<file path="config.mk">
export PLATFORM = sky130hd
export DESIGN_NAME = rtype_core
export DESIGN_NICKNAME = d
export VERILOG_FILES = /design/src/mips_pkg.sv /design/src/exec_if.sv /design/src/alu_unit.sv /design/src/issue_stage.sv /design/src/regfile.sv /design/src/rtype_core.sv /design/src/shift_unit.sv /design/src/writeback_select.sv
export SDC_FILE = /design/constraint.sdc
export NUM_CORES = 2
export LEC_CHECK = 0
export BUFFER_PORTS_ARGS = -buffer_cell sky130_fd_sc_hd__buf_2
export CAP_MARGIN = 20
export CORE_MARGIN = 2
export CORE_UTILIZATION = 58
export DETAILED_ROUTE_END_ITERATION = 16
export HOLD_SLACK_MARGIN = 0.08
export PLACE_DENSITY = 0.78
export SYNTH_ARGS = -nofsm -noshare
export SYNTH_HDL_FRONTEND = slang
export SYNTH_SLANG_ARGS = --single-unit
</file>
<file path="constraint.sdc">
create_clock -name r_clk -period 2.9 [get_ports r_clk]
set_input_delay 0.435 -clock r_clk [delete_from_list [all_inputs] [get_ports r_clk]]
set_output_delay 0.435 -clock r_clk [all_outputs]
set_load 0.005 [all_outputs]
</file>
<file path="src/mips_pkg.sv">
`default_nettype none

package mips_pkg;

    // datapath and register file geometry
    localparam int xlen       = 32;
    localparam int reg_count  = 32;
    localparam int reg_addr_w = 5;
    // register shown at the top level (v0)
    localparam int v0_index   = 2;

    // r-type funct field values
    localparam logic [5:0] funct_sll  = 6'h00;
    localparam logic [5:0] funct_srl  = 6'h02;
    localparam logic [5:0] funct_sra  = 6'h03;
    localparam logic [5:0] funct_sllv = 6'h04;
    localparam logic [5:0] funct_srlv = 6'h06;
    localparam logic [5:0] funct_srav = 6'h07;
    localparam logic [5:0] funct_add  = 6'h20;
    localparam logic [5:0] funct_addu = 6'h21;
    localparam logic [5:0] funct_sub  = 6'h22;
    localparam logic [5:0] funct_subu = 6'h23;
    localparam logic [5:0] funct_and  = 6'h24;
    localparam logic [5:0] funct_or   = 6'h25;
    localparam logic [5:0] funct_xor  = 6'h26;
    localparam logic [5:0] funct_nor  = 6'h27;
    localparam logic [5:0] funct_slt  = 6'h2a;
    localparam logic [5:0] funct_sltu = 6'h2b;

    // which unit owns the result
    typedef enum logic [1:0] {
        unit_alu   = 2'd0,
        unit_shift = 2'd1
    } exec_unit_e;

    // alu operations, add and sub never trap
    typedef enum logic [2:0] {
        op_add, op_sub, op_and, op_or, op_xor, op_nor, op_slt, op_sltu
    } alu_op_e;

    // shift operations
    typedef enum logic [1:0] {
        op_sll, op_srl, op_sra
    } shift_op_e;

endpackage

`default_nettype wire

</file>
<file path="src/exec_if.sv">
`timescale 1ns/1ps
`default_nettype none

interface exec_if;
    import mips_pkg::*;

    // instruction in execute will write back
    logic                  valid;
    // destination register index
    logic [reg_addr_w-1:0] dest;
    // result source for the selector
    exec_unit_e            unit_sel;
    alu_op_e               alu_op;
    shift_op_e             shift_op;
    // forwarded source operands, a = rs, b = rt
    logic [xlen-1:0]       op_a;
    logic [xlen-1:0]       op_b;
    // shamt field, or rs[4:0] for variable shifts
    logic [4:0]            shamt;

    // issue side owns every field
    modport issue (output valid, dest, unit_sel, alu_op, shift_op, op_a, op_b, shamt);
    // execution units only see operands and their op
    modport unit (input op_a, op_b, shamt, alu_op, shift_op);
    // selector needs only control
    modport select (input valid, dest, unit_sel);

endinterface

`default_nettype wire

</file>
<file path="src/alu_unit.sv">
`timescale 1ns/1ps
`default_nettype none

module alu_unit (
    exec_if.unit                      ex,
    output logic [mips_pkg::xlen-1:0] alu_result
);
    import mips_pkg::*;

    logic [xlen-1:0] sum;
    logic [xlen-1:0] diff;
    logic            lt_signed;
    logic            lt_unsigned;

    // wrapping add and subtract, no overflow trap
    assign sum  = ex.op_a + ex.op_b;
    assign diff = ex.op_a - ex.op_b;

    // comparisons for slt and sltu
    assign lt_signed   = $signed(ex.op_a) < $signed(ex.op_b);
    assign lt_unsigned = ex.op_a < ex.op_b;

    always_comb begin
        case (ex.alu_op)
            op_add: begin
                alu_result = sum;
            end
            op_sub: begin
                alu_result = diff;
            end
            op_and: begin
                alu_result = ex.op_a & ex.op_b;
            end
            op_or: begin
                alu_result = ex.op_a | ex.op_b;
            end
            op_xor: begin
                alu_result = ex.op_a ^ ex.op_b;
            end
            op_nor: begin
                alu_result = ~(ex.op_a | ex.op_b);
            end
            // set-less-than gives 1 or 0
            op_slt: begin
                alu_result = {{(xlen-1){1'b0}}, lt_signed};
            end
            op_sltu: begin
                alu_result = {{(xlen-1){1'b0}}, lt_unsigned};
            end
            default: begin
                alu_result = sum;
            end
        endcase
    end

endmodule

`default_nettype wire

</file>
<file path="src/issue_stage.sv">
`timescale 1ns/1ps
`default_nettype none

module issue_stage (
    input  logic                            r_clk,
    input  logic                            reset,
    input  logic                            r_clk_enable,
    input  logic                            instr_valid,
    input  logic [31:0]                     instr,
    // register file read ports
    output logic [mips_pkg::reg_addr_w-1:0] read_reg1,
    output logic [mips_pkg::reg_addr_w-1:0] read_reg2,
    input  logic [mips_pkg::xlen-1:0]       read_data1,
    input  logic [mips_pkg::xlen-1:0]       read_data2,
    // result of the instruction now in execute
    input  logic                            exec_fwd_valid,
    input  logic [mips_pkg::reg_addr_w-1:0] exec_fwd_reg,
    input  logic [mips_pkg::xlen-1:0]       exec_fwd_data,
    // result sitting in the write-back register
    input  logic                            wb_valid,
    input  logic [mips_pkg::reg_addr_w-1:0] wb_reg,
    input  logic [mips_pkg::xlen-1:0]       wb_data,
    exec_if.issue                           ex
);
    import mips_pkg::*;

    logic [5:0]            opcode;
    logic [reg_addr_w-1:0] rs, rt, rd;
    logic [4:0]            shamt_field;
    logic [5:0]            funct;
    logic                  supported, var_shift, dec_valid;
    exec_unit_e            dec_unit;
    alu_op_e               dec_alu_op;
    shift_op_e             dec_shift_op;
    logic [xlen-1:0]       src_a, src_b;

    // r-type field split
    assign opcode      = instr[31:26];
    assign rs          = instr[25:21];
    assign rt          = instr[20:16];
    assign rd          = instr[15:11];
    assign shamt_field = instr[10:6];
    assign funct       = instr[5:0];
    assign read_reg1   = rs;
    assign read_reg2   = rt;

    // funct decode
    // unlisted funct codes are unsupported
    always_comb begin
        supported    = 1'b1;
        var_shift    = 1'b0;
        dec_unit     = unit_alu;
        dec_alu_op   = op_add;
        dec_shift_op = op_sll;
        case (funct)
            funct_add, funct_addu: dec_alu_op = op_add;
            funct_sub, funct_subu: dec_alu_op = op_sub;
            funct_and:  dec_alu_op = op_and;
            funct_or:   dec_alu_op = op_or;
            funct_xor:  dec_alu_op = op_xor;
            funct_nor:  dec_alu_op = op_nor;
            funct_slt:  dec_alu_op = op_slt;
            funct_sltu: dec_alu_op = op_sltu;
            funct_sll, funct_sllv: begin
                dec_unit     = unit_shift;
                dec_shift_op = op_sll;
                var_shift    = funct[2];
            end
            funct_srl, funct_srlv: begin
                dec_unit     = unit_shift;
                dec_shift_op = op_srl;
                var_shift    = funct[2];
            end
            funct_sra, funct_srav: begin
                dec_unit     = unit_shift;
                dec_shift_op = op_sra;
                var_shift    = funct[2];
            end
            default: supported = 1'b0;
        endcase
    end

    // non-zero opcode and rd of zero never write back
    assign dec_valid = instr_valid && (opcode == 6'd0) && supported && (rd != '0);

    // newest producer first and register file last
    // r0 never forwards
    function automatic logic [xlen-1:0] pick_operand(
        input logic [reg_addr_w-1:0] src,
        input logic [xlen-1:0]       rf_data
    );
        logic [xlen-1:0] value;
        value = rf_data;
        if (src != '0) begin
            if (exec_fwd_valid && (exec_fwd_reg == src)) begin
                value = exec_fwd_data;
            end else if (wb_valid && (wb_reg == src)) begin
                value = wb_data;
            end
        end
        return value;
    endfunction

    always_comb begin
        src_a = pick_operand(rs, read_data1);
        src_b = pick_operand(rt, read_data2);
    end

    // execute-stage valid
    always_ff @(posedge r_clk) begin
        if (reset) begin
            ex.valid <= 1'b0;
        end else if (r_clk_enable) begin
            ex.valid <= dec_valid;
        end
    end

    // operands and decoded op into execute
    always_ff @(posedge r_clk) begin
        if (r_clk_enable) begin
            ex.dest     <= rd;
            ex.unit_sel <= dec_unit;
            ex.alu_op   <= dec_alu_op;
            ex.shift_op <= dec_shift_op;
            ex.op_a     <= src_a;
            ex.op_b     <= src_b;
            // variable shifts take rs[4:0] as the amount
            ex.shamt    <= var_shift ? src_a[4:0] : shamt_field;
        end
    end

endmodule

`default_nettype wire

</file>
<file path="src/regfile.sv">
`timescale 1ns/1ps
`default_nettype none

module regfile (
    input  logic                            r_clk,
    input  logic                            reset,
    input  logic                            r_clk_enable,
    // write port, driven from the write-back register
    input  logic                            write_control,
    input  logic [mips_pkg::reg_addr_w-1:0] write_reg,
    input  logic [mips_pkg::xlen-1:0]       write_data,
    // two combinational read ports
    input  logic [mips_pkg::reg_addr_w-1:0] read_reg1,
    input  logic [mips_pkg::reg_addr_w-1:0] read_reg2,
    output logic [mips_pkg::xlen-1:0]       read_data1,
    output logic [mips_pkg::xlen-1:0]       read_data2,
    // live view of v0
    output logic [mips_pkg::xlen-1:0]       regfile_v0
);
    import mips_pkg::*;

    logic [xlen-1:0] registers [0:reg_count-1];

    // whole file clears on reset
    // writes only on enabled edges
    always_ff @(posedge r_clk) begin
        if (reset) begin
            for (int i = 0; i < reg_count; i++) begin
                registers[i] <= '0;
            end
        end else if (r_clk_enable) begin
            // register 0 writes are dropped
            if (write_control && (write_reg != '0)) begin
                registers[write_reg] <= write_data;
            end
        end
    end

    // register 0 hard-wired to zero
    assign read_data1 = (read_reg1 == '0) ? '0 : registers[read_reg1];
    assign read_data2 = (read_reg2 == '0) ? '0 : registers[read_reg2];

    // v0 tap for the top level
    assign regfile_v0 = registers[v0_index];

endmodule

`default_nettype wire

</file>
<file path="src/rtype_core.sv">
`timescale 1ns/1ps
`default_nettype none

module rtype_core (
    input  logic                            r_clk,
    input  logic                            reset,
    input  logic                            r_clk_enable,
    input  logic                            instr_valid,
    input  logic [31:0]                     instr,
    output logic                            wb_valid,
    output logic [mips_pkg::reg_addr_w-1:0] wb_reg,
    output logic [mips_pkg::xlen-1:0]       wb_data,
    output logic [mips_pkg::xlen-1:0]       regfile_v0
);
    import mips_pkg::*;

    // register file read path
    logic [reg_addr_w-1:0] read_reg1, read_reg2;
    logic [xlen-1:0]       read_data1, read_data2;
    // forwarding from execute
    logic                  exec_fwd_valid;
    logic [reg_addr_w-1:0] exec_fwd_reg;
    logic [xlen-1:0]       exec_fwd_data;
    // unit results
    logic [xlen-1:0]       alu_result, shift_result;

    // issue to execute bundle
    exec_if ex ();

    issue_stage u_issue_stage (
        .r_clk, .reset, .r_clk_enable,
        .instr_valid, .instr,
        .read_reg1, .read_reg2, .read_data1, .read_data2,
        .exec_fwd_valid, .exec_fwd_reg, .exec_fwd_data,
        .wb_valid, .wb_reg, .wb_data,
        .ex (ex.issue)
    );

    // written from the write-back register, two enabled edges after issue
    regfile u_regfile (
        .r_clk, .reset, .r_clk_enable,
        .write_control (wb_valid),
        .write_reg     (wb_reg),
        .write_data    (wb_data),
        .read_reg1, .read_reg2, .read_data1, .read_data2,
        .regfile_v0
    );

    // both units run on every issued instruction
    alu_unit u_alu_unit (.ex (ex.unit), .alu_result);

    shift_unit u_shift_unit (.ex (ex.unit), .shift_result);

    writeback_select u_writeback_select (
        .r_clk, .reset, .r_clk_enable,
        .ex (ex.select),
        .alu_result, .shift_result,
        .exec_fwd_valid, .exec_fwd_reg, .exec_fwd_data,
        .wb_valid, .wb_reg, .wb_data
    );

endmodule

`default_nettype wire

</file>
<file path="src/shift_unit.sv">
`timescale 1ns/1ps
`default_nettype none

module shift_unit (
    exec_if.unit                      ex,
    output logic [mips_pkg::xlen-1:0] shift_result
);
    import mips_pkg::*;

    logic signed [xlen-1:0] b_signed;

    // sign-aware copy for sra
    assign b_signed = $signed(ex.op_b);

    // op_b is the shifted value (rt)
    // amount already resolved in issue, shamt or rs[4:0]
    always_comb begin
        case (ex.shift_op)
            op_sll: begin
                shift_result = ex.op_b << ex.shamt;
            end
            op_srl: begin
                shift_result = ex.op_b >> ex.shamt;
            end
            // sign bit replicated from the top
            op_sra: begin
                shift_result = $unsigned(b_signed >>> ex.shamt);
            end
            default: begin
                shift_result = ex.op_b;
            end
        endcase
    end

endmodule

`default_nettype wire

</file>
<file path="src/writeback_select.sv">
`timescale 1ns/1ps
`default_nettype none

module writeback_select (
    input  logic                            r_clk,
    input  logic                            reset,
    input  logic                            r_clk_enable,
    exec_if.select                          ex,
    input  logic [mips_pkg::xlen-1:0]       alu_result,
    input  logic [mips_pkg::xlen-1:0]       shift_result,
    // combinational view of the execute result
    output logic                            exec_fwd_valid,
    output logic [mips_pkg::reg_addr_w-1:0] exec_fwd_reg,
    output logic [mips_pkg::xlen-1:0]       exec_fwd_data,
    // registered write-back, feeds the register file
    output logic                            wb_valid,
    output logic [mips_pkg::reg_addr_w-1:0] wb_reg,
    output logic [mips_pkg::xlen-1:0]       wb_data
);
    import mips_pkg::*;

    // result of whichever unit owns this instruction
    always_comb begin
        case (ex.unit_sel)
            unit_shift: exec_fwd_data = shift_result;
            default:    exec_fwd_data = alu_result;
        endcase
    end

    assign exec_fwd_valid = ex.valid;
    assign exec_fwd_reg   = ex.dest;

    // write-back valid, cleared on reset
    always_ff @(posedge r_clk) begin
        if (reset) begin
            wb_valid <= 1'b0;
        end else if (r_clk_enable) begin
            wb_valid <= exec_fwd_valid;
        end
    end

    // write-back payload, only meaningful with wb_valid
    always_ff @(posedge r_clk) begin
        if (r_clk_enable) begin
            wb_reg  <= exec_fwd_reg;
            wb_data <= exec_fwd_data;
        end
    end

endmodule

`default_nettype wire
</file>
==> impl_results.md <==
- NumNets Final: roughly 6300
- Clk root buf: clkbuf_16
- Unrepaired setup endpoints after global routing: true
- Maximum VDD drop: around 0.0005 V
- Tcrit/Tclk final: 116.6%
- Yosys cell types: 99
- Main area contributors after synthesis: edfxtp_1, mux4_2, and2_1
- Peak Freq: a little under 300 MHz
- CTS H-Tree Depth: 3
- Avg Inst Size Synth: 13.11 µm²
- GRT Total Usage: 45.54%
- Post-synth ARST share: 0%
- Synth Cell Area: 0.07006 mm²
- Seq/Total Area, Yosys: between 40% and 50%
- Die X: 351.6 µm
- Hold slack: 0.1575 ns
- Fin area: 0.08637 mm²
- Clk_lat worst skew: 0.77 ns
- Kind of critical path: register to register
- Avg Vias per Cell: approximately 7.2
- CTS Sinks: around 1100
- Max reg flops: approximately 1000
- Most frequent cell after synthesis: edfxtp_1
- Finished Layout Cells: between 7000 and 8000
- Top cell type by total area after synthesis: edfxtp_1
- # IOs: ~110
- Largest net degree at the start of global routing: 77
- Routed Antenna Nets: 0
- Commonest cells in the netlist: edfxtp_1, and2_1, mux4_2, clkbuf_1, nor2_1
- Max Slew Vio Count: 0
- Pre-antenna DRT Iters: 9
- Area after DPL: between 0.07 and 0.08 mm²
- Hold WC Path Type: primary input to register
- Outcome: complete, but fails checks
- PD cells: about 540 mW/mm²
- Grt total ovfl: 0
- IO buf count: between 100 and 150
- Final wirelength: between 200 and 300 mm
- Initial core utilization: between 50% and 60%
- Biggest register: u_regfile.registers
- Fin. Hold Viols: 0
- Failing checks: setup timing
- DRC violation count after routing: 0
- DR WL/cell: between 30 and 40 µm
- Final setup viols: 96
- TritonCTS clock tree: built
- Post-route setup slack: -0.4809 ns
- Synth Register Bits: approximately 1100
- Post-route minimum period: between 3 and 4 ns
- Final core utilization: slightly above 70%
- Maxcap violations: 0
- Global-route wire length before repair: 395.0 mm
- Ys flop type: edfxtp_1
- Element type at the critical path end: register
- Worst rel slew slack: roughly 28%
- Post-DP HPWL: about 190 mm
- Pleak: 0.03301 µW
- Gp weighted congestion: 1.034
- Initial antenna violation count: 23
- CTS max path bufs: 3
- Mapped Cells: ~5300
- Critical-path maximum fanout: 4
- Pre-CTS WS: -0.8182 ns
- Inst Count DP: between 7000 and 8000
- Core Box Area: ~0.12 mm²
- Die Footprint: between 0.1 and 0.15 mm²
- Core Rows: ~130
- Synth top area share: between 40% and 50%
- Worst Skew: about 0.031 ns
- Worst path arrival time: between 3 and 4 ns
- CP Data Required Time: roughly 3.4 ns
- Area Growth Syn to Fin: 23.27%
- TritonCTS Buffers: ~120
- Fillcell total: slightly below 8000
- Vias in the first global route: roughly 56000
- Die Ht: about 350 µm
- YS warnings: 0
- Layout cells sized above 1: 38.01%
- Clock slew at reported path FFs: around 0.070 ns
- Worst slew pin tran: around 1.1 ns
- Number of enable flip-flop cells after synthesis: about 1100
- CP startpoint kind: register
- Drt initial violations: 8886
- Via Count: 56492
[cell type report]
class	count	area [µm²]	area share [%]
antenna	13	32.53	0.03767
clock buffer	136	3020	3.497
clock inverter	86	850.8	0.9851
inverter	132	504.2	0.5838
multi-input combinational	3571	35180	40.73
sequential	1143	34300	39.72
tap	1612	2017	2.335
timing repair buffer	1157	10460	12.11
[final timing paths]
check / end / slack, ns / cells past startpoint / startpoint
hold / removal: u_issue_stage.ex.valid / 0.16 / 6 / instr[30]
setup / recovery: u_issue_stage.ex.op_a[30] / -0.48 / 13 / u_issue_stage.ex.op_b[0]
hold reg to reg: u_writeback_select.wb_reg[4] / 0.55 / 0 / u_issue_stage.ex.dest[4]
setup reg to reg: u_issue_stage.ex.op_a[30] / -0.48 / 13 / u_issue_stage.ex.op_b[0]
[critical path, stage by stage (launching register included)]
cell and delay (ns):
edfxtp_1 0.47, buf_6 0.16, ha_4 0.16, inv_2 0.05, fa_2 0.20, nor3b_4 0.25, o311ai_4 0.14, and3_4 0.23
a21oi_4 0.31, nor2_2 0.08, o41ai_2 0.38, mux2_2 0.39, o21ai_2 0.15, o22ai_1 0.10
[placed cells by master, fill, tap and decap left out, types with 25 or more instances in the layout]
| cell type | synthesis | layout |
|---|---|---|
| inv_2 | 2 | 32 |
| mux2i_1 | 186 | 174 |
| a21oi_2 | 2 | 25 |
| and2_1 | 998 | 998 |
| a21oi_1 | 220 | 193 |
| mux4_2 | 616 | 618 |
| a221oi_1 | 36 | 28 |
| buf_6 | 6 | 54 |
| clkinv_2 | 0 | 27 |
| nand3_1 | 48 | 40 |
| a211oi_1 | 40 | 26 |
| ha_1 | 96 | 71 |
| o21ai_0 | 165 | 138 |
| inv_1 | 128 | 95 |
| buf_2 | 82 | 94 |
| o22ai_1 | 62 | 38 |
| buf_12 | 1 | 132 |
| mux2_2 | 47 | 39 |
| nor2_4 | 0 | 39 |
| clkbuf_16 | 0 | 118 |
| edfxtp_1 | 1141 | 1141 |
| o211ai_1 | 46 | 46 |
| nand2_1 | 210 | 203 |
| nor2_1 | 240 | 193 |
| buf_4 | 21 | 851 |
| or2_2 | 41 | 41 |
| nor3_1 | 38 | 32 |
| conb_1 | 1 | 32 |
[metal layers]
layer  part of all wire [%]  GRT usage [%]  vias up
met2                     44          68.27     5399
li1                       -              -    22051
met4                    8.8          33.37       16
met1                     31          54.71    27562
met5                  0.034         0.1177        -
met3                     15          16.03     1464
[through the flow]
stage / setup TNS [ns] / total power, µW
after global routing: -31.24 / 47560
after detailed placement: -38.84 / 29930
final: -23.36 / 46680
after floorplan: -0.9608 / 24960
after CTS: -19.28 / 45770
after global placement: -38.48 / 29760
[cells by family (layout without fill, tap and decap cells)]
family                     count (synthesis)  count (layout)  synth area share [%]
buffers and inverters                    660            1511                 3.900
and+or+nand+nor                         1719            1719                 13.68
adders and majority gates                 98              98                 1.772
xor gates and xnor gates                  45              45                0.5625
DFF                                     1143            1143                 48.96
AOI/OAI and AO/OA                        823             823                 7.713
muxes                                    854             854                 23.40
other                                      1              45              0.005352
[where the power goes]
| part | internal (µW) | leakage (µW) | switching (µW) |
|---|---|---|---|
| Clock | 8650 | 0.00189 | 6910 |
| Combinational | 5150 | 0.0194 | 6440 |
| Sequential | 18900 | 0.0118 | 616 |
[repair_timing]
item,CTS,global route
hold endpoints to repair,15,0
gates cloned,2,0
setup endpoints to repair,100,101
hold buffers,16,0
setup buffers,40,33
pin swaps,125,117
resized for setup,275,151
(Power assumes the default switching activity.)
